File: config.mk
export PLATFORM = sky130hd
export DESIGN_NAME = lcd_subsystem
export DESIGN_NICKNAME = d
export VERILOG_FILES = /design/src/rtl/lcd_timing_pkg.sv /design/src/rtl/frame_pkg.sv /design/src/rtl/lcd_timing.sv /design/src/rtl/image_rom.sv /design/src/rtl/frame_loader.sv /design/src/rtl/video_ram.sv /design/src/rtl/pixel_mixer.sv /design/src/rtl/lcd_subsystem.sv
export SDC_FILE = /design/constraint.sdc
export NUM_CORES = 1
export LEC_CHECK = 0
export ABC_CLOCK_PERIOD_IN_PS = 6000
export BUFFER_PORTS_ARGS = -buffer_cell sky130_fd_sc_hd__buf_2
export CAP_MARGIN = 20
export CORE_ASPECT_RATIO = 2
export CORE_MARGIN = 5
export CORE_UTILIZATION = 24
export CTS_CLUSTER_DIAMETER = 30
export DETAILED_ROUTE_END_ITERATION = 10
export PLACE_DENSITY = 0.39
export SLEW_MARGIN = 25
export SYNTH_ARGS = -nofsm -noshare
export SYNTH_HDL_FRONTEND = slang
export SYNTH_HIERARCHICAL = 1
export SYNTH_SLANG_ARGS = --single-unit
File: constraint.sdc
create_clock -name pixel_clk -period 6 [get_ports pixel_clk]
set_input_delay 0 -clock pixel_clk [delete_from_list [all_inputs] [get_ports pixel_clk]]
set_output_delay 0 -clock pixel_clk [all_outputs]
set_load 0.005 [all_outputs]
File: src/image.hex
// 8x8 greyscale image, one byte per line, row-major (row 0 col 0 first)
05
10
1b
26
31
3c
47
52
2a
35
40
4b
56
61
6c
77
4f
5a
65
70
7b
86
91
9c
74
7f
8a
95
a0
ab
b6
c1
99
a4
af
ba
c5
d0
db
e6
be
c9
d4
df
ea
f5
00
0b
e3
ee
f9
04
0f
1a
25
30
08
13
1e
29
34
3f
4a
55
File: src/rtl/lcd_timing_pkg.sv
package lcd_timing_pkg;

	// raster position on either axis.
	typedef logic [15:0] coord_t;

	// panel control lines.
	// hsync and vsync are active low, den is high on visible pixels.
	typedef struct packed {
		logic hsync;
		logic vsync;
		logic den;
	} lcd_sync_t;

endpackage

File: src/rtl/frame_pkg.sv
package frame_pkg;

	// one greyscale sample of the 8x8 image.
	typedef logic [7:0] grey_t;

	// {row[2:0], col[2:0]}.
	typedef logic [5:0] img_addr_t;

	// panel colour word.
	typedef struct packed {
		logic [4:0] r;
		logic [5:0] g;
		logic [4:0] b;
	} rgb565_t;

	typedef enum logic [1:0] {
		LOAD_IDLE,
		LOAD_COPY,
		LOAD_DONE
	} loader_state_t;

endpackage

File: src/rtl/lcd_timing.sv
`timescale 1ns/1ns

module lcd_timing #(
	parameter int H_ACTIVE = 64,
	parameter int H_FRONT  = 4,
	parameter int H_SYNC   = 4,
	parameter int H_BACK   = 8,
	parameter int V_ACTIVE = 40,
	parameter int V_FRONT  = 2,
	parameter int V_SYNC   = 2,
	parameter int V_BACK   = 4
) (
	input  logic                      pixel_clk,
	input  logic                      rst,
	output lcd_timing_pkg::coord_t    x,
	output lcd_timing_pkg::coord_t    y,
	output lcd_timing_pkg::lcd_sync_t sync
);

	localparam int H_TOTAL      = H_ACTIVE + H_FRONT + H_SYNC + H_BACK;
	localparam int V_TOTAL      = V_ACTIVE + V_FRONT + V_SYNC + V_BACK;
	localparam int H_SYNC_START = H_ACTIVE + H_FRONT;
	localparam int V_SYNC_START = V_ACTIVE + V_FRONT;

	lcd_timing_pkg::coord_t    h_next;
	lcd_timing_pkg::coord_t    v_next;
	lcd_timing_pkg::lcd_sync_t sync_next;

	always_comb begin
		h_next = x + 16'd1;
		v_next = y;
		if (x == H_TOTAL - 1) begin
			h_next = '0;
			v_next = (y == V_TOTAL - 1) ? '0 : y + 16'd1;
		end
	end

	// decode from the next position so sync lines up with x and y.
	always_comb begin
		sync_next.hsync = !(h_next >= H_SYNC_START && h_next < H_SYNC_START + H_SYNC);
		sync_next.vsync = !(v_next >= V_SYNC_START && v_next < V_SYNC_START + V_SYNC);
		sync_next.den   = (h_next < H_ACTIVE) && (v_next < V_ACTIVE);
	end

	// parked on the last pixel of the frame, so the first step lands on 0,0.
	always_ff @(posedge pixel_clk or negedge rst) begin
		if (!rst) begin
			x    <= lcd_timing_pkg::coord_t'(H_TOTAL - 1);
			y    <= lcd_timing_pkg::coord_t'(V_TOTAL - 1);
			sync <= '{hsync: 1'b1, vsync: 1'b1, den: 1'b0};
		end else begin
			x    <= h_next;
			y    <= v_next;
			sync <= sync_next;
		end
	end

endmodule

File: src/rtl/image_rom.sv
`timescale 1ns/1ns

module image_rom (
	input  logic                  pixel_clk,
	input  frame_pkg::img_addr_t  addr,
	output frame_pkg::grey_t      data
);

	frame_pkg::grey_t mem [0:63];

	// row-major 8x8 image.
	initial begin
		$readmemh("/design/src/image.hex", mem);
	end

	always_ff @(posedge pixel_clk) begin
		data <= mem[addr]; // one clock read latency.
	end

endmodule

File: src/rtl/frame_loader.sv
`timescale 1ns/1ns

module frame_loader (
	input  logic                 pixel_clk,
	input  logic                 rst,
	output frame_pkg::img_addr_t rom_addr,
	output logic                 wr_en,
	output frame_pkg::img_addr_t wr_addr,
	output logic                 loaded
);

	frame_pkg::loader_state_t state;

	always_ff @(posedge pixel_clk or negedge rst) begin
		if (!rst) begin
			state    <= frame_pkg::LOAD_IDLE;
			rom_addr <= '0;
			wr_en    <= 1'b0;
			loaded   <= 1'b0;
		end else begin
			wr_en <= (state == frame_pkg::LOAD_COPY); // rom data shows up next clock.
			case (state)
				frame_pkg::LOAD_IDLE: begin
					state <= frame_pkg::LOAD_COPY;
				end
				frame_pkg::LOAD_COPY: begin
					rom_addr <= rom_addr + 6'd1;
					if (rom_addr == 6'd63) begin
						state <= frame_pkg::LOAD_DONE;
					end
				end
				frame_pkg::LOAD_DONE: begin
					loaded <= 1'b1; // same edge as the last write.
				end
				default: begin
					state <= frame_pkg::LOAD_IDLE;
				end
			endcase
		end
	end

	// follows rom_addr by the rom latency.
	always_ff @(posedge pixel_clk) begin
		wr_addr <= rom_addr;
	end

endmodule

File: src/rtl/video_ram.sv
`timescale 1ns/1ns

module video_ram (
	input  logic                 pixel_clk,
	input  logic                 wr_en,
	input  frame_pkg::img_addr_t wr_addr,
	input  frame_pkg::grey_t     wr_data,
	input  logic                 rd_en,
	input  frame_pkg::img_addr_t rd_addr,
	output frame_pkg::grey_t     rd_data
);

	frame_pkg::grey_t mem [0:63];

	always_ff @(posedge pixel_clk) begin
		if (wr_en) begin
			mem[wr_addr] <= wr_data;
		end
	end

	// read register holds while rd_en is low.
	always_ff @(posedge pixel_clk) begin
		if (rd_en) begin
			rd_data <= mem[rd_addr];
		end
	end

endmodule

File: src/rtl/pixel_mixer.sv
`timescale 1ns/1ns

module pixel_mixer #(
	parameter int WIN_X = 16,
	parameter int WIN_Y = 4
) (
	input  logic                      pixel_clk,
	input  logic                      rst,
	input  lcd_timing_pkg::coord_t    x,
	input  lcd_timing_pkg::coord_t    y,
	input  lcd_timing_pkg::lcd_sync_t sync_in,
	output frame_pkg::img_addr_t      rd_addr,
	input  frame_pkg::grey_t          rd_data,
	output lcd_timing_pkg::lcd_sync_t lcd_sync,
	output frame_pkg::rgb565_t        lcd_pixel
);

	// 8 samples at scale 4.
	localparam int WIN_SIZE = 32;

	lcd_timing_pkg::coord_t    col_off;
	lcd_timing_pkg::coord_t    row_off;
	logic                      in_win;
	logic                      in_win_d;
	lcd_timing_pkg::coord_t    sum_d;
	lcd_timing_pkg::lcd_sync_t sync_d;
	logic [15:0]               colour;

	assign col_off = x - lcd_timing_pkg::coord_t'(WIN_X);
	assign row_off = y - lcd_timing_pkg::coord_t'(WIN_Y);
	assign rd_addr = {row_off[4:2], col_off[4:2]}; // divide by the scale.

	assign in_win = (x >= WIN_X) && (x < WIN_X + WIN_SIZE) &&
		(y >= WIN_Y) && (y < WIN_Y + WIN_SIZE);

	// stage 1 runs alongside the ram read.
	always_ff @(posedge pixel_clk) begin
		in_win_d <= in_win;
		sum_d    <= x + y;
	end

	assign colour = in_win_d ? {rd_data, rd_data} : sum_d;

	always_ff @(posedge pixel_clk or negedge rst) begin
		if (!rst) begin
			sync_d    <= '{hsync: 1'b1, vsync: 1'b1, den: 1'b0};
			lcd_sync  <= '{hsync: 1'b1, vsync: 1'b1, den: 1'b0};
			lcd_pixel <= '0;
		end else begin
			sync_d   <= sync_in;
			lcd_sync <= sync_d;
			if (sync_d.den) begin
				// low bits feed every channel, as the panel wiring expects.
				lcd_pixel <= '{r: colour[4:0], g: colour[5:0], b: colour[4:0]};
			end else begin
				lcd_pixel <= '0; // blank outside the active area.
			end
		end
	end

endmodule

File: src/rtl/lcd_subsystem.sv
`timescale 1ns/1ns

module lcd_subsystem #(
	parameter int H_ACTIVE = 64,
	parameter int H_FRONT  = 4,
	parameter int H_SYNC   = 4,
	parameter int H_BACK   = 8,
	parameter int V_ACTIVE = 40,
	parameter int V_FRONT  = 2,
	parameter int V_SYNC   = 2,
	parameter int V_BACK   = 4,
	parameter int WIN_X    = 16,
	parameter int WIN_Y    = 4
) (
	input  logic                      pixel_clk,
	input  logic                      rst,
	input  logic                      freeze,
	output lcd_timing_pkg::lcd_sync_t lcd_sync,
	output frame_pkg::rgb565_t        lcd_pixel,
	output logic                      loaded
);

	lcd_timing_pkg::coord_t    x;
	lcd_timing_pkg::coord_t    y;
	lcd_timing_pkg::lcd_sync_t timing_sync;
	frame_pkg::img_addr_t      rom_addr;
	frame_pkg::grey_t          rom_data;
	logic                      wr_en;
	frame_pkg::img_addr_t      wr_addr;
	logic                      rd_en;
	frame_pkg::img_addr_t      rd_addr;
	frame_pkg::grey_t          rd_data;

	assign rd_en = ~freeze; // freeze stalls the ram read register.

	lcd_timing #(
		.H_ACTIVE (H_ACTIVE),
		.H_FRONT  (H_FRONT),
		.H_SYNC   (H_SYNC),
		.H_BACK   (H_BACK),
		.V_ACTIVE (V_ACTIVE),
		.V_FRONT  (V_FRONT),
		.V_SYNC   (V_SYNC),
		.V_BACK   (V_BACK)
	) lcd_timing_i (
		.pixel_clk (pixel_clk),
		.rst       (rst),
		.x         (x),
		.y         (y),
		.sync      (timing_sync)
	);

	image_rom image_rom_i (
		.pixel_clk (pixel_clk),
		.addr      (rom_addr),
		.data      (rom_data)
	);

	frame_loader frame_loader_i (
		.pixel_clk (pixel_clk),
		.rst       (rst),
		.rom_addr  (rom_addr),
		.wr_en     (wr_en),
		.wr_addr   (wr_addr),
		.loaded    (loaded)
	);

	video_ram video_ram_i (
		.pixel_clk (pixel_clk),
		.wr_en     (wr_en),
		.wr_addr   (wr_addr),
		.wr_data   (rom_data),
		.rd_en     (rd_en),
		.rd_addr   (rd_addr),
		.rd_data   (rd_data)
	);

	pixel_mixer #(
		.WIN_X (WIN_X),
		.WIN_Y (WIN_Y)
	) pixel_mixer_i (
		.pixel_clk (pixel_clk),
		.rst       (rst),
		.x         (x),
		.y         (y),
		.sync_in   (timing_sync),
		.rd_addr   (rd_addr),
		.rd_data   (rd_data),
		.lcd_sync  (lcd_sync),
		.lcd_pixel (lcd_pixel)
	);

endmodule

# ---- Word level (Yosys, flattened, before mapping)
# Memories as Yosys holds them, arrays and structs flattened. A register that Yosys moved wholly into a read port is not among the register bits.
# Index checks and enable logic that the tools add are counted.
dict set report word_totals {
  latch_bits 0
  memories 1
  input_bits 3
  ramBits 512
  register_bits 88
  mem_bits_ro 0
  out_inout_bits 20
}
dict set report classes {
  muxes 9
  n_mul 0
  shift 0
  n_div 0
  order_cmp 10
  reduce_logical 11
  eq_ne 6
  n_addsub 6
  bitwise 1
}
# memory words word_bits rd rd_ports_with_merged_regs wr line_no
set memory_table {}
lappend memory_table {video_ram_i.mem 64 8 1 1 1 video_ram.sv:13} ;# frame_pkg::grey_t mem [0:63];
# operator count
set ops {}
lappend ops {{< comparator 16 x 6 -> 1 bit (second input constant)} 4}
lappend ops {{2-to-1 mux 16 bit} 4}
lappend ops {{adder 16 x 1 -> 16 bit (second input constant)} 2}
lappend ops {{< comparator 16 x 7 -> 1 bit (second input constant)} 2}
lappend ops {{== test 16 x 6 -> 1 bit (second input constant)} 1}
lappend ops {{== test 16 x 7 -> 1 bit (second input constant)} 1}
lappend ops {{>= comparator 16 x 3 -> 1 bit (second input constant)} 1}
lappend ops {{>= comparator 16 x 5 -> 1 bit (second input constant)} 1}
lappend ops {{>= comparator 16 x 6 -> 1 bit (second input constant)} 1}
lappend ops {{>= comparator 16 x 7 -> 1 bit (second input constant)} 1}
lappend ops {{adder 6 x 1 -> 6 bit (second input constant)} 1}
lappend ops {{adder 6 bit} 1}
lappend ops {{== test 6 bit (second input constant)} 1}
lappend ops {{logical AND 1 bit} 6}
lappend ops {{2-to-1 mux 6 bit} 1}
lappend ops {{one-hot mux 2 bit (3 select lines)} 1}
lappend ops {{subtractor 5 x 3 -> 5 bit (second input constant)} 1}
lappend ops {{subtractor 5 bit (second input constant)} 1}
lappend ops {{logical NOT 1 bit} 3}
lappend ops {{== test 2 x 1 -> 1 bit (second input constant)} 1}
lappend ops {{== test 2 bit (second input constant)} 1}
lappend ops {{logical NOT 2 bit} 1}
lappend ops {{2-to-1 mux 1 bit} 2}
lappend ops {{2-to-1 mux 2 bit} 1}
lappend ops {{3 further kinds} 3}

# ---- Depth between registers and ports, before layout
# Gate-level depths: netlist of run 1.
dict set report logic_depth {
  word_depth 6
  mapped_depth 10
}

# ---- Hierarchy
# The synthesis of run 1 kept the hierarchy.
# mod n_inst cells_per_inst area_each_um2
set modules_own_cells {}
lappend modules_own_cells {video_ram 1 940 20246.9}
lappend modules_own_cells {lcd_timing 1 201 1995.7}
lappend modules_own_cells {pixel_mixer 1 82 964.7}
lappend modules_own_cells {frame_loader 1 38 529.3}
lappend modules_own_cells {image_rom 1 9 63.8}
lappend modules_own_cells {lcd_subsystem 1 1 3.8}

# ---- Least setup slack after synthesis of run 1
# Ideal clock, no wire load.
dict set report synth_path {
  kind {register to register}
  start {register lcd_timing_i.x[3]}
  end {register video_ram_i.rd_data[3] (read register of video_ram_i.mem), data pin}
  stages_incl_launch_ff 9
  setup_time_ns 0.272
  slack_ns 3.529
  arrival_ns 2.198
  path_cell_list {dfstp_2 -> buf_4 -> buf_4 -> buf_2 -> buf_2 -> mux4_2 -> mux4_2 -> o21ai_1 -> o41ai_1}
}
dict set report synth_via {
  elab_chain_cells 1
}
# item line_no
set synth_lines {}
lappend synth_lines {{start, declared} lcd_timing.sv:15} ;# output lcd_timing_pkg::coord_t x,
lappend synth_lines {{start signal, assigned} lcd_timing.sv:48} ;# x <= lcd_timing_pkg::coord_t'(H_TOTAL - 1);
lappend synth_lines {{start signal, assigned} lcd_timing.sv:52} ;# x <= h_next;
lappend synth_lines {{subtractor 5 bit} pixel_mixer.sv:29} ;# assign col_off = x - lcd_timing_pkg::coord_t'(WIN_X);
lappend synth_lines {{named net rd_addr[1]} lcd_subsystem.sv:31} ;# frame_pkg::img_addr_t rd_addr;
lappend synth_lines {{end, declared} video_ram.sv:10} ;# output frame_pkg::grey_t rd_data
# The timed path passes the listed nets, and every way through them passes these cells.
# A chain may end at the register's enable or synchronous reset.

# ---- Worst setup path after layout of run 1
dict set report layout_path {
  start {register lcd_timing_i.x[3]}
  end {register video_ram_i.rd_data[4] (read register of video_ram_i.mem), data pin}
}
dict set report layout_via {
  elab_chain_cells 1
}
# item line_no
set layout_lines {}
lappend layout_lines {{subtractor 5 bit} pixel_mixer.sv:29}
# No other way between the ends.

==> results of run 1 <==
sequential cells by signal, summed over array words and instances (netlist names), 2 cells and up:
signal                   count
video_ram_i/mem            384
lcd_timing_i/x              16
lcd_timing_i/y              16
frame_loader_i/rom_addr      6
frame_loader_i/wr_addr       6
pixel_mixer_i/lcd_pixel      6
pixel_mixer_i/sum_d          6
video_ram_i/rd_data          6
lcd_timing_i/sync            3
pixel_mixer_i/lcd_sync       3
pixel_mixer_i/sync_d         3
frame_loader_i/state         2
per-stage QoR:
step           utilization  setup WS [ns]
3_3_place_gp         0.255           2.33
4_1_cts              0.285           2.35
5_1_grt              0.285           2.28
2_1_floorplan            -           3.56
6_report             0.285           2.50
3_5_place_dp         0.255           2.34
routing by layer:
layer	share of wire	vias up	GRT usage	routed length [um]
met5	0	-	0	0
met3	0.029	89	0.0202	1510
met1	0.32	5080	0.112	16700
met2	0.61	214	0.263	32300
met4	0.038	0	0.0565	2020
li1	-	4302	-	-
worst paths after layout:
path	startpoint	to	slack [ns]	depth (start not counted)
max	lcd_timing_i/x[3]	video_ram_i/rd_data[4]	2.50	6
min	rst	lcd_timing_i/x[12]	0.08	3
max reg2reg	lcd_timing_i/x[3]	video_ram_i/rd_data[4]	2.50	6
min reg2reg	pixel_mixer_i/sync_d[2]	pixel_mixer_i/lcd_sync[2]	0.35	0
max in group asynchronous	rst	frame_loader_i/rom_addr[4]	5.36	3
min in group pixel_clk	pixel_mixer_i/sync_d[2]	pixel_mixer_i/lcd_sync[2]	0.35	0
layout by cell type, fill, tap and decap left out, drive strengths merged, types with 4 or more instances in the layout:
cell type	instances
conb	6
clkinvlp	5
a211oi	4
xnor2	15
nor2	94
o21ai	9
and3	6
ha	10
dfrtp	41
nand4	12
xor2	19
nand2	44
and4	7
nor3	15
mux2i	27
buf	31
mux2	11
edfxtp	390
a221oi	6
nor2b	20
nor4	19
or4	5
clkbuf	73
nand3b	5
dfstp	16
inv	20
nand2b	13
o22ai	8
clkinv	30
and2	5
a21oi	7
bufinv	6
o221ai	5
dfxtp	13
nand3	26
mux4	94
power by group:
part           total [mW]  leakage (nW)  internal [mW]  switching (mW)
Clock                3.97          1.11           2.43            1.54
Sequential           3.47          4.30           3.47         0.00151
Combinational      0.0543          1.61        0.00203          0.0523
Total                7.50          7.02           5.91            1.60
worst reg2reg max path, cell delays in order (launching register included):
cell and delay [ns]:
dfstp_4 0.87, buf_4 0.74, nand2b_1 0.54, a211oi_1 0.48
nor4_1 0.16, nor3_1 0.29, o32ai_1 0.14
cell type report:
cell class              count  share of cell area
clock buffers              73              0.0792
clock inverters            53              0.0237
inverters                   8             0.00135
multi-input cells         533               0.225
flip-flops and latches    460               0.603
well taps                1029              0.0579
repair buffers             33             0.00945
timing repair:
action | CTS | global route
hold buffers | 2 | 0
setup endpoints to repair | 0 | 0
endpoints found under the hold margin | 55 | 0
setup buffers | 0 | 0
==> metrics.md, run 1 <==
| Metric | Value |
|---|---|
| Status | complete, no violations |
| Grt ovf | 0 |
| HPWL after detailed placement | 35500 um |
| CP Data Arrival Time | 3.82 ns |
| Final GP Congestion | 0.748 |
| Core area | 78200 um2 |
| N_diodes | 0 |
| Setup Skew | 0.0239 ns |
| Die W | 209 um |
| CP cell instances | buf_4 > nand2b_1 > a211oi_1 > nor4_1 > nor3_1 > o32ai_1 |
| Final antenna-violating net count | 0 |
| Worst hold path type | input pin to asynchronous set/reset pin |
| Ys Warns | 6 |
| Worst EP required | 6.32 ns |
| Post_cts resized | 0 |
| CTS tree | yes |
| Syn_area_per_cell | 17.6 um2 |
| Register area | 13400 um2 |
| Vias in the first global route | 10600 |
| First-pass GRT wire length | 76100 um |
| DRC Markers | 0 |
| DP Area | 19900 um2 |
| Port buffer count | 22 |
| Starting Density | 0.242 |
| Largest fanout on the critical path | 53 |
| Setup_tns | 0 ns |
| Largest net degree at the start of global routing | 86 |
| WL per Instance | 24.0 um |
| Worst-margin pin slew | 1.02 ns |
| Share of layout cells above drive strength 1 | 0.245 |
| Worst IR Drop VDD | 0.000195 V |
| Delay-heaviest family, CP | simple AND/OR/NAND/NOR gates |
| H-tree depth | 3 |
| Pwr Total | 7.50 mW |
| Lkg Pwr | 7.02 nW |
| Fin crit share | 0.584 |
| Rows | 145 |
| Ports | 23 |
| Endpoints failing hold | 0 |
| Multi-input logic area | 5010 um2 |
| DRT Pass-1 Iters | 6 |
| Initial antenna violation count | 0 |
| Cell Area, Synth | 18900 um2 |
| Critical path type | register to register |
| Slew Viols, Final | 0 |
| Hold slack final | 0.0793 ns |
| RSZ-0062 raised after global routing | no |
| Clk slew on worst S/H paths | 0.06 ns |
| Post-Synthesis Cells | 1073 |
| Clock Latency Late Sink | 0.61 ns |
| Layout fillers | 7716 |
| Post-route design area | 22300 um2 |
| Fin crit period | 3.50 ns |
| DRT iter0 DRCs | 570 |
| MaxCap Viol Count | 0 |
| Critical Path Start Type | register |
| Slew margin rel. | 0.319 |
| Slowest-stage cell, CP | dfstp_4 |
| Final count of negative-setup-slack endpoints | 0 |
| Num CTS Buffers | 69 |
| Die ar. | 84900 um2 |
| WP buf/inv | 1 |
| Cells after DPL | 2061 |
| Clk Tree Root Cell | clkbuf_16 |
| Die Height | 407 um |
| Routed vias/inst | 4.42 |
| GRT Total Usage | 0.125 |
| Layout Cells excl Fill | 2189 |
| Final nets | 1119 |
| F_max | 285 MHz |
| Power per cell area | 337 nW/um2 |
| Via count | 9685 |
| CP endpoint kind | register |
| Area grow syn2layout | 17.6% |
| CTS sink cnt | 460 |
| CTS Buffer Depth | 3 |
| Slowest stage delay, CP | 0.87 ns |
| Total Wirelength | 52600 um |
No activity file was read; power rests on OpenSTA's default activity.
==> inputs of run 2 (changes only) <==
--- a/config.mk
+++ b/config.mk
@@ -5,7 +5,8 @@
 export SDC_FILE = /design/constraint.sdc
 export NUM_CORES = 1
 export LEC_CHECK = 0
-export ABC_CLOCK_PERIOD_IN_PS = 6000
+export ABC_AREA = 1
+export ABC_CLOCK_PERIOD_IN_PS = 3500
 export BUFFER_PORTS_ARGS = -buffer_cell sky130_fd_sc_hd__buf_2
 export CAP_MARGIN = 20
 export CORE_ASPECT_RATIO = 2
==> constraint.sdc (replaced) <==
create_clock -name pixel_clk -period 3.5 [get_ports pixel_clk]
set_input_delay 0 -clock pixel_clk [delete_from_list [all_inputs] [get_ports pixel_clk]]
set_output_delay 0 -clock pixel_clk [all_outputs]
set_load 0.005 [all_outputs]
==> run 2 against run 1 <==
Against the previous run:
- clock skew decreased by 0.011 ns
- worst setup slack got worse by 1.7 ns
- wire length increased by 17%
- area after synthesis increased by 6.9%
- first-iteration DRC count increased by 19%
- utilization decreased by 0.64 points
- clock power increased by 57%
- fmax increased by 28%
- sequential share of layout area decreased by 2.7 points
- sequential power increased by 71%
- critical path depth increased by 2
- hold slack improved by 0.27 ns
- largest cell class unchanged
==> metrics.md, run 2 <==
| Metric | Value |
|---|---|
| Worst IR Drop VDD | 0.000364 V |
| WL per Instance | 20.1 um |
| Die W | 215 um |
| Fin crit share | 0.783 |
| Cell Area, Synth | 20200 um2 |
| Post-Synthesis Cells | 1923 |
| Setup_tns | 0 ns |
| Hold Crit Depth | 0 |
| N_diodes | 0 |
| Syn_area_per_cell | 10.5 um2 |
| Hold slack final | 0.353 ns |
| Largest Register | video_ram_i/mem |
| RR Startpoint | lcd_timing_i/x[3] |
| Net switching power | 2.70 mW |
| Int Power | 9.59 mW |
| Critical path type | register to register |
| Power per cell area | 527 nW/um2 |
| Grt ovf | 0 |
| Ys Warns | 6 |
| Cells after DPL | 2941 |
| Worst-margin pin slew | 0.944 ns |
| Die ar. | 90600 um2 |
| Layout Cells excl Fill | 3053 |
| Total Wirelength | 61500 um |
| Final antenna-violating net count | 0 |
| Top Registers | video_ram_i/mem: 384 flops, lcd_timing_i/x: 16 flops, lcd_timing_i/y: 16 flops |
| DRC Markers | 0 |
| Switching Share | 0.220 |
| Port buffer count | 22 |
| Most frequent cells in the layout | nand2_1 (631), edfxtp_1 (390), nand3_1 (372) |
| Routed vias/inst | 4.48 |
| Post-route design area | 23300 um2 |
| Num CTS Buffers | 58 |
| Min-Delay Endpoint | pixel_mixer_i/sync_d[0] |
| Worst EP required | 3.84 ns |
| Clk Tree Root Cell | clkbuf_16 |
| MaxCap Viol Count | 0 |
| F_max | 365 MHz |
| Via count | 13700 |
| First-pass GRT wire length | 92000 um |
| RSZ-0062 raised after global routing | no |
| HPWL after detailed placement | 39600 um |
| Final nets | 1954 |
| Reg2reg end | video_ram_i/rd_data[3] |
| CP Data Arrival Time | 3.08 ns |
| Largest net degree at the start of global routing | 129 |
| Ports | 23 |
| Clock Latency Late Sink | 0.60 ns |
| H-tree depth | 2 |
| Worst hold path startpoint | lcd_timing_i/sync[0] |
| Seq pwr share | 0.485 |
| Die Height | 421 um |
| CTS tree | yes |
| Share of layout cells above drive strength 1 | 0.117 |
| Fin crit period | 2.74 ns |
| Clk slew on worst S/H paths | 0.06 ns |
| Core area | 83700 um2 |
| Vias in the first global route | 14300 |
| Initial antenna violation count | 0 |
| Post-CTS setup buffer count | 0 |
| Setup Skew | 0.0124 ns |
| CP endpoint kind | register |
| Combinational Power Share | 0.009 |
| DRT iter0 DRCs | 681 |
| GRT Total Usage | 0.134 |
| FF-to-FF path depth | 8 |
| Starting Density | 0.242 |
| Final GP Congestion | 0.840 |
| Clk network pwr share | 0.506 |
| Slew Viols, Final | 0 |
| Slew margin rel. | 0.370 |
| R2R setup slack | 0.76 ns |
| CTS sink cnt | 460 |
| Pwr Total | 12.3 mW |
| Worst hold path type | register to register |
| Largest fanout on the critical path | 37 |
| Lkg Pwr | 8.77 nW |
| Layout fillers | 8833 |
| CTS Buffer Depth | 3 |
| Status | complete, no violations |
| Final count of negative-setup-slack endpoints | 0 |
| DP Area | 21200 um2 |
| Max reg flops | 384 |
| DRT Pass-1 Iters | 5 |
| Endpoints failing hold | 0 |
| Area grow syn2layout | 15.1% |
| Rows | 150 |
| Critical Path Start Type | register |
| Commonest non-fill, non-tap cell in the layout | nand2_1 |
==> run 2: final cells by class <==
type | count | area (um2) | share of cell area
Tap cell | 1064 | 1330 | 0.0572
Clock buffer | 66 | 1550 | 0.0664
Sequential cell | 460 | 13400 | 0.577
Multi-Input combinational cell | 1252 | 5570 | 0.239
Clock inverter | 43 | 473 | 0.0203
Timing Repair Buffer | 87 | 633 | 0.0272
Inverter | 81 | 312 | 0.0134
==> run 2: metrics by stage <==
stage / utilization / worst slack [ns]
3_5_place_dp: 0.254 / 0.695
5_1_grt: 0.278 / 0.720
6_report: 0.278 / 0.758
2_1_floorplan: - / 1.60
4_1_cts: 0.278 / 0.685
3_3_place_gp: 0.254 / 0.710
==> run 2: timing repair <==
item                                   in CTS  in global routing
hold buffers                                2                  1
resized for setup                           0                  0
endpoints found under the hold margin      32                 26
==> run 2: power groups by stage <==
stage          Clock (mW)  Combinational [mW]  Sequential (mW)
3_5_place_dp            0              0.0555             6.07
5_1_grt              6.61               0.128             5.95
4_1_cts              6.40              0.0572             5.95
6_report             6.22               0.114             5.95
3_3_place_gp            0              0.0551             6.07
2_1_floorplan           0              0.0414             6.07
==> run 2: how the worst max path moves through the flow <==
stage,end,depth (start not counted),slack [ns],start
final,video_ram_i/rd_data[3],8,0.76,lcd_timing_i/x[3]
after CTS,video_ram_i/rd_data[3],10,0.69,lcd_timing_i/x[2]
after global placement,video_ram_i/rd_data[3],10,0.71,lcd_timing_i/x[2]
after global routing,lcd_timing_i/sync[0],10,0.72,lcd_timing_i/x[3]
after floorplan,video_ram_i/rd_data[2],9,1.60,lcd_timing_i/y[2]
after detailed placement,video_ram_i/rd_data[3],10,0.69,lcd_timing_i/x[2]
==> run 2: routing by layer <==
metal / vias to the layer above / routed length, um / GRT usage
met5: - / 0 / 0
met4: 0 / 2490 / 0.0550
met3: 107 / 1530 / 0.0127
met2: 250 / 36000 / 0.279
met1: 6777 / 21400 / 0.133
li1: 6530 / - / -
==> run 2: critical path: stages (launching register included) <==
cell and delay [ns]:
dfstp_4 0.90, buf_4 0.49, nand3_1 0.18, nand3_1 0.12, nand2_1 0.15, nand2_1 0.09
nand3_1 0.11, nand3_1 0.27, nand2_1 0.10
==> inputs of run 3 (changes only) <==
--- a/config.mk
+++ b/config.mk
@@ -5,8 +5,8 @@
 export SDC_FILE = /design/constraint.sdc
 export NUM_CORES = 1
 export LEC_CHECK = 0
-export ABC_AREA = 1
-export ABC_CLOCK_PERIOD_IN_PS = 3500
+export ABC_AREA = 0
+export ABC_CLOCK_PERIOD_IN_PS = 2550
 export BUFFER_PORTS_ARGS = -buffer_cell sky130_fd_sc_hd__buf_2
 export CAP_MARGIN = 20
 export CORE_ASPECT_RATIO = 2
==> constraint.sdc (replaced) <==
create_clock -name pixel_clk -period 2.55 [get_ports pixel_clk]
set_input_delay 0 -clock pixel_clk [delete_from_list [all_inputs] [get_ports pixel_clk]]
set_output_delay 0 -clock pixel_clk [all_outputs]
set_load 0.005 [all_outputs]
==> run 3 against run 2 <==
Against the previous run:
- the flow now finishes with violations (negative setup slack)
- critical path type unchanged
- highest routed layer unchanged
- largest cell class unchanged
- global-route usage down 0.34 points
- register-to-register slack worse by 0.81 ns
- sequential share of layout area down 2.3 points
- utilization up 3.2 points
==> metrics.md, run 3 (synthesized netlist as in run 1, its figures left out) <==
| Metric | Value |
|---|---|
| MaxCap Viol Count | 0 |
| Largest net degree at the start of global routing | 65 |
| HPWL after detailed placement | 38200 um |
| Core area | 78200 um2 |
| Most frequent cells in the layout | edfxtp_1 (390), buf_4 (176), mux4_2 (94) |
| DP Area | 21200 um2 |
| Largest fanout on the critical path | 3 |
| Slowest stage delay, CP | 0.55 ns |
| Routed wl met3 | 1610 um |
| Final count of negative-setup-slack endpoints | 4 |
| Critical path type | register to register |
| Failing checks | negative setup slack |
| Status | finished, violations left |
| CP endpoint kind | register |
| DRT iter0 DRCs | 619 |
| WP buf/inv | 1 |
| Worst IR Drop VDD | 0.000415 V |
| Top layer used by detailed routing | met4 |
| CP most frequent cell | or4_4 |
| Die W | 209 um |
| Power per cell area | 731 nW/um2 |
| Post-route design area | 24300 um2 |
| Vias in the first global route | 11600 |
| Via count | 10500 |
| Area grow syn2layout | 28.2% |
| Port buffer count | 22 |
| DR WL met2 | 34700 um |
| Starting Density | 0.242 |
| Top Registers | video_ram_i/mem: 384 flops, lcd_timing_i/x: 16 flops, lcd_timing_i/y: 16 flops |
| GRT Total Usage | 0.131 |
| Worst hold path type | register to register |
| Endpoints failing hold | 0 |
| CTS tree | yes |
| Routed vias/inst | 4.40 |
| F_max | 384 MHz |
| Setup Skew | 0.0199 ns |
| Largest Register | video_ram_i/mem |
| Final Worst Setup Slack | -0.0525 ns |
| Clk slew on worst S/H paths | 0.05 ns |
| DRT Pass-1 Iters | 4 |
| Fin crit share | 1.02 |
| First-pass GRT wire length | 80400 um |
| Share of layout cells above drive strength 1 | 0.385 |
| Fin crit period | 2.60 ns |
| Critical Path Start Type | register |
| Total Wirelength | 55300 um |
| Slowest-stage cell, CP | dfstp_2 |
| Worst EP required | 3.06 ns |
| CP cell instances | ha_4 > buf_6 > nand4_1 > nor2_1 > and3_4 > xor2_2 > or4_4 > or4_4 |
| H-tree depth | 3 |
| Worst-margin pin slew | 0.935 ns |
| Die ar. | 84900 um2 |
| Clock Latency Late Sink | 0.61 ns |
| Layout fillers | 7635 |
| CTS sink cnt | 460 |
| Delay-heaviest family, CP | simple AND/OR/NAND/NOR gates |
| Slew margin rel. | 0.374 |
| Commonest non-fill, non-tap cell in the layout | edfxtp_1 |
| Final antenna-violating net count | 0 |
| WL per Instance | 23.3 um |
| DRC Markers | 0 |
| Lkg Pwr | 8.13 nW |
| CP Data Arrival Time | 3.11 ns |
| Met1 wire length | 17200 um |
| Ports | 23 |
| Max reg flops | 384 |
| Die Height | 407 um |
| Num CTS Buffers | 68 |
| Final nets | 1307 |
| Grt ovf | 0 |
| Clk Tree Root Cell | clkbuf_16 |
| Initial antenna violation count | 1 |
| CTS Buffer Depth | 3 |
| Slew Viols, Final | 0 |
| Worst slack at placement | -0.502 ns |
| RSZ-0062 raised after global routing | yes |
| Rows | 145 |
| Final GP Congestion | 0.803 |
[run 3: cell types whose count changed in the layout (fill, tap and decap cells not counted), sizes merged, moves of 11 or more]
cell | before | now
nor4 | 8 | 19
nand2 | 636 | 44
mux2 | 0 | 11
nand3 | 373 | 26
nor2 | 150 | 94
buf | 84 | 215
mux2i | 0 | 27
inv | 96 | 27
xnor2 | 3 | 15
mux4 | 0 | 94
nor2b | 0 | 20
nand2b | 0 | 13
nor3 | 3 | 15
[run 3: area by class of cell]
cell class	count	area [um2]	share of cell area
clock inverter	50	559	0.0231
antenna	1	2.50	0.000103
timing repair buffer	222	1900	0.0782
multi-input combinational	533	5310	0.219
clock buffer	74	1750	0.0719
tap	1029	1290	0.0531
inverter	8	30.0	0.00124
sequential	460	13400	0.553
[run 3: path summary, 6_finish.rpt]
kind | startpoint | endpoint | slack, ns | depth (start not counted)
hold reg to reg | pixel_mixer_i/sync_d[1] | pixel_mixer_i/lcd_sync[1] | 0.35 | 0
min in group asynchronous | rst | pixel_mixer_i/sync_d[2] | 0.55 | 3
hold / removal | pixel_mixer_i/sync_d[1] | pixel_mixer_i/lcd_sync[1] | 0.35 | 0
setup / recovery | lcd_timing_i/x[0] | lcd_timing_i/sync[2] | -0.05 | 8
max in group asynchronous | rst | lcd_timing_i/x[5] | 0.64 | 4
setup reg to reg | lcd_timing_i/x[0] | lcd_timing_i/sync[2] | -0.05 | 8
[run 3: where the power goes]
group	internal [mW]	switching (mW)
clock	5.72	3.71
combinational	0.00786	0.126
sequential	8.17	0.00433
total	13.9	3.84
[run 3: timing repair]
item                       in CTS  in global routing
buffers inserted               16                  4
setup endpoints to repair       9                  9
cloned                          2                  1
hold buffers                    4                  0
pin swaps                       8                  4
resized for setup              54                 29
hold endpoints to repair       50                  0
[run 3: stage by stage]
stage                     setup TNS [ns]  hold WS (ns)  power, mW   util  cells
after floorplan                        0        -0.296       8.38      -   1078
after global placement             -2.52        0.0265       8.40  0.272   2225
after detailed placement           -2.58        0.0270       8.40  0.272   2225
after CTS                         -0.131         0.355       18.0  0.308   2371
after global routing              -0.484         0.357       18.4  0.310   2377
final                             -0.125         0.355       17.7  0.310   2377
[run 3: layer usage]
layer	up-vias	track usage
met5	-	0
met4	0	0.0509
met3	82	0.0223
met2	176	0.282
met1	5526	0.115
li1	4677	-
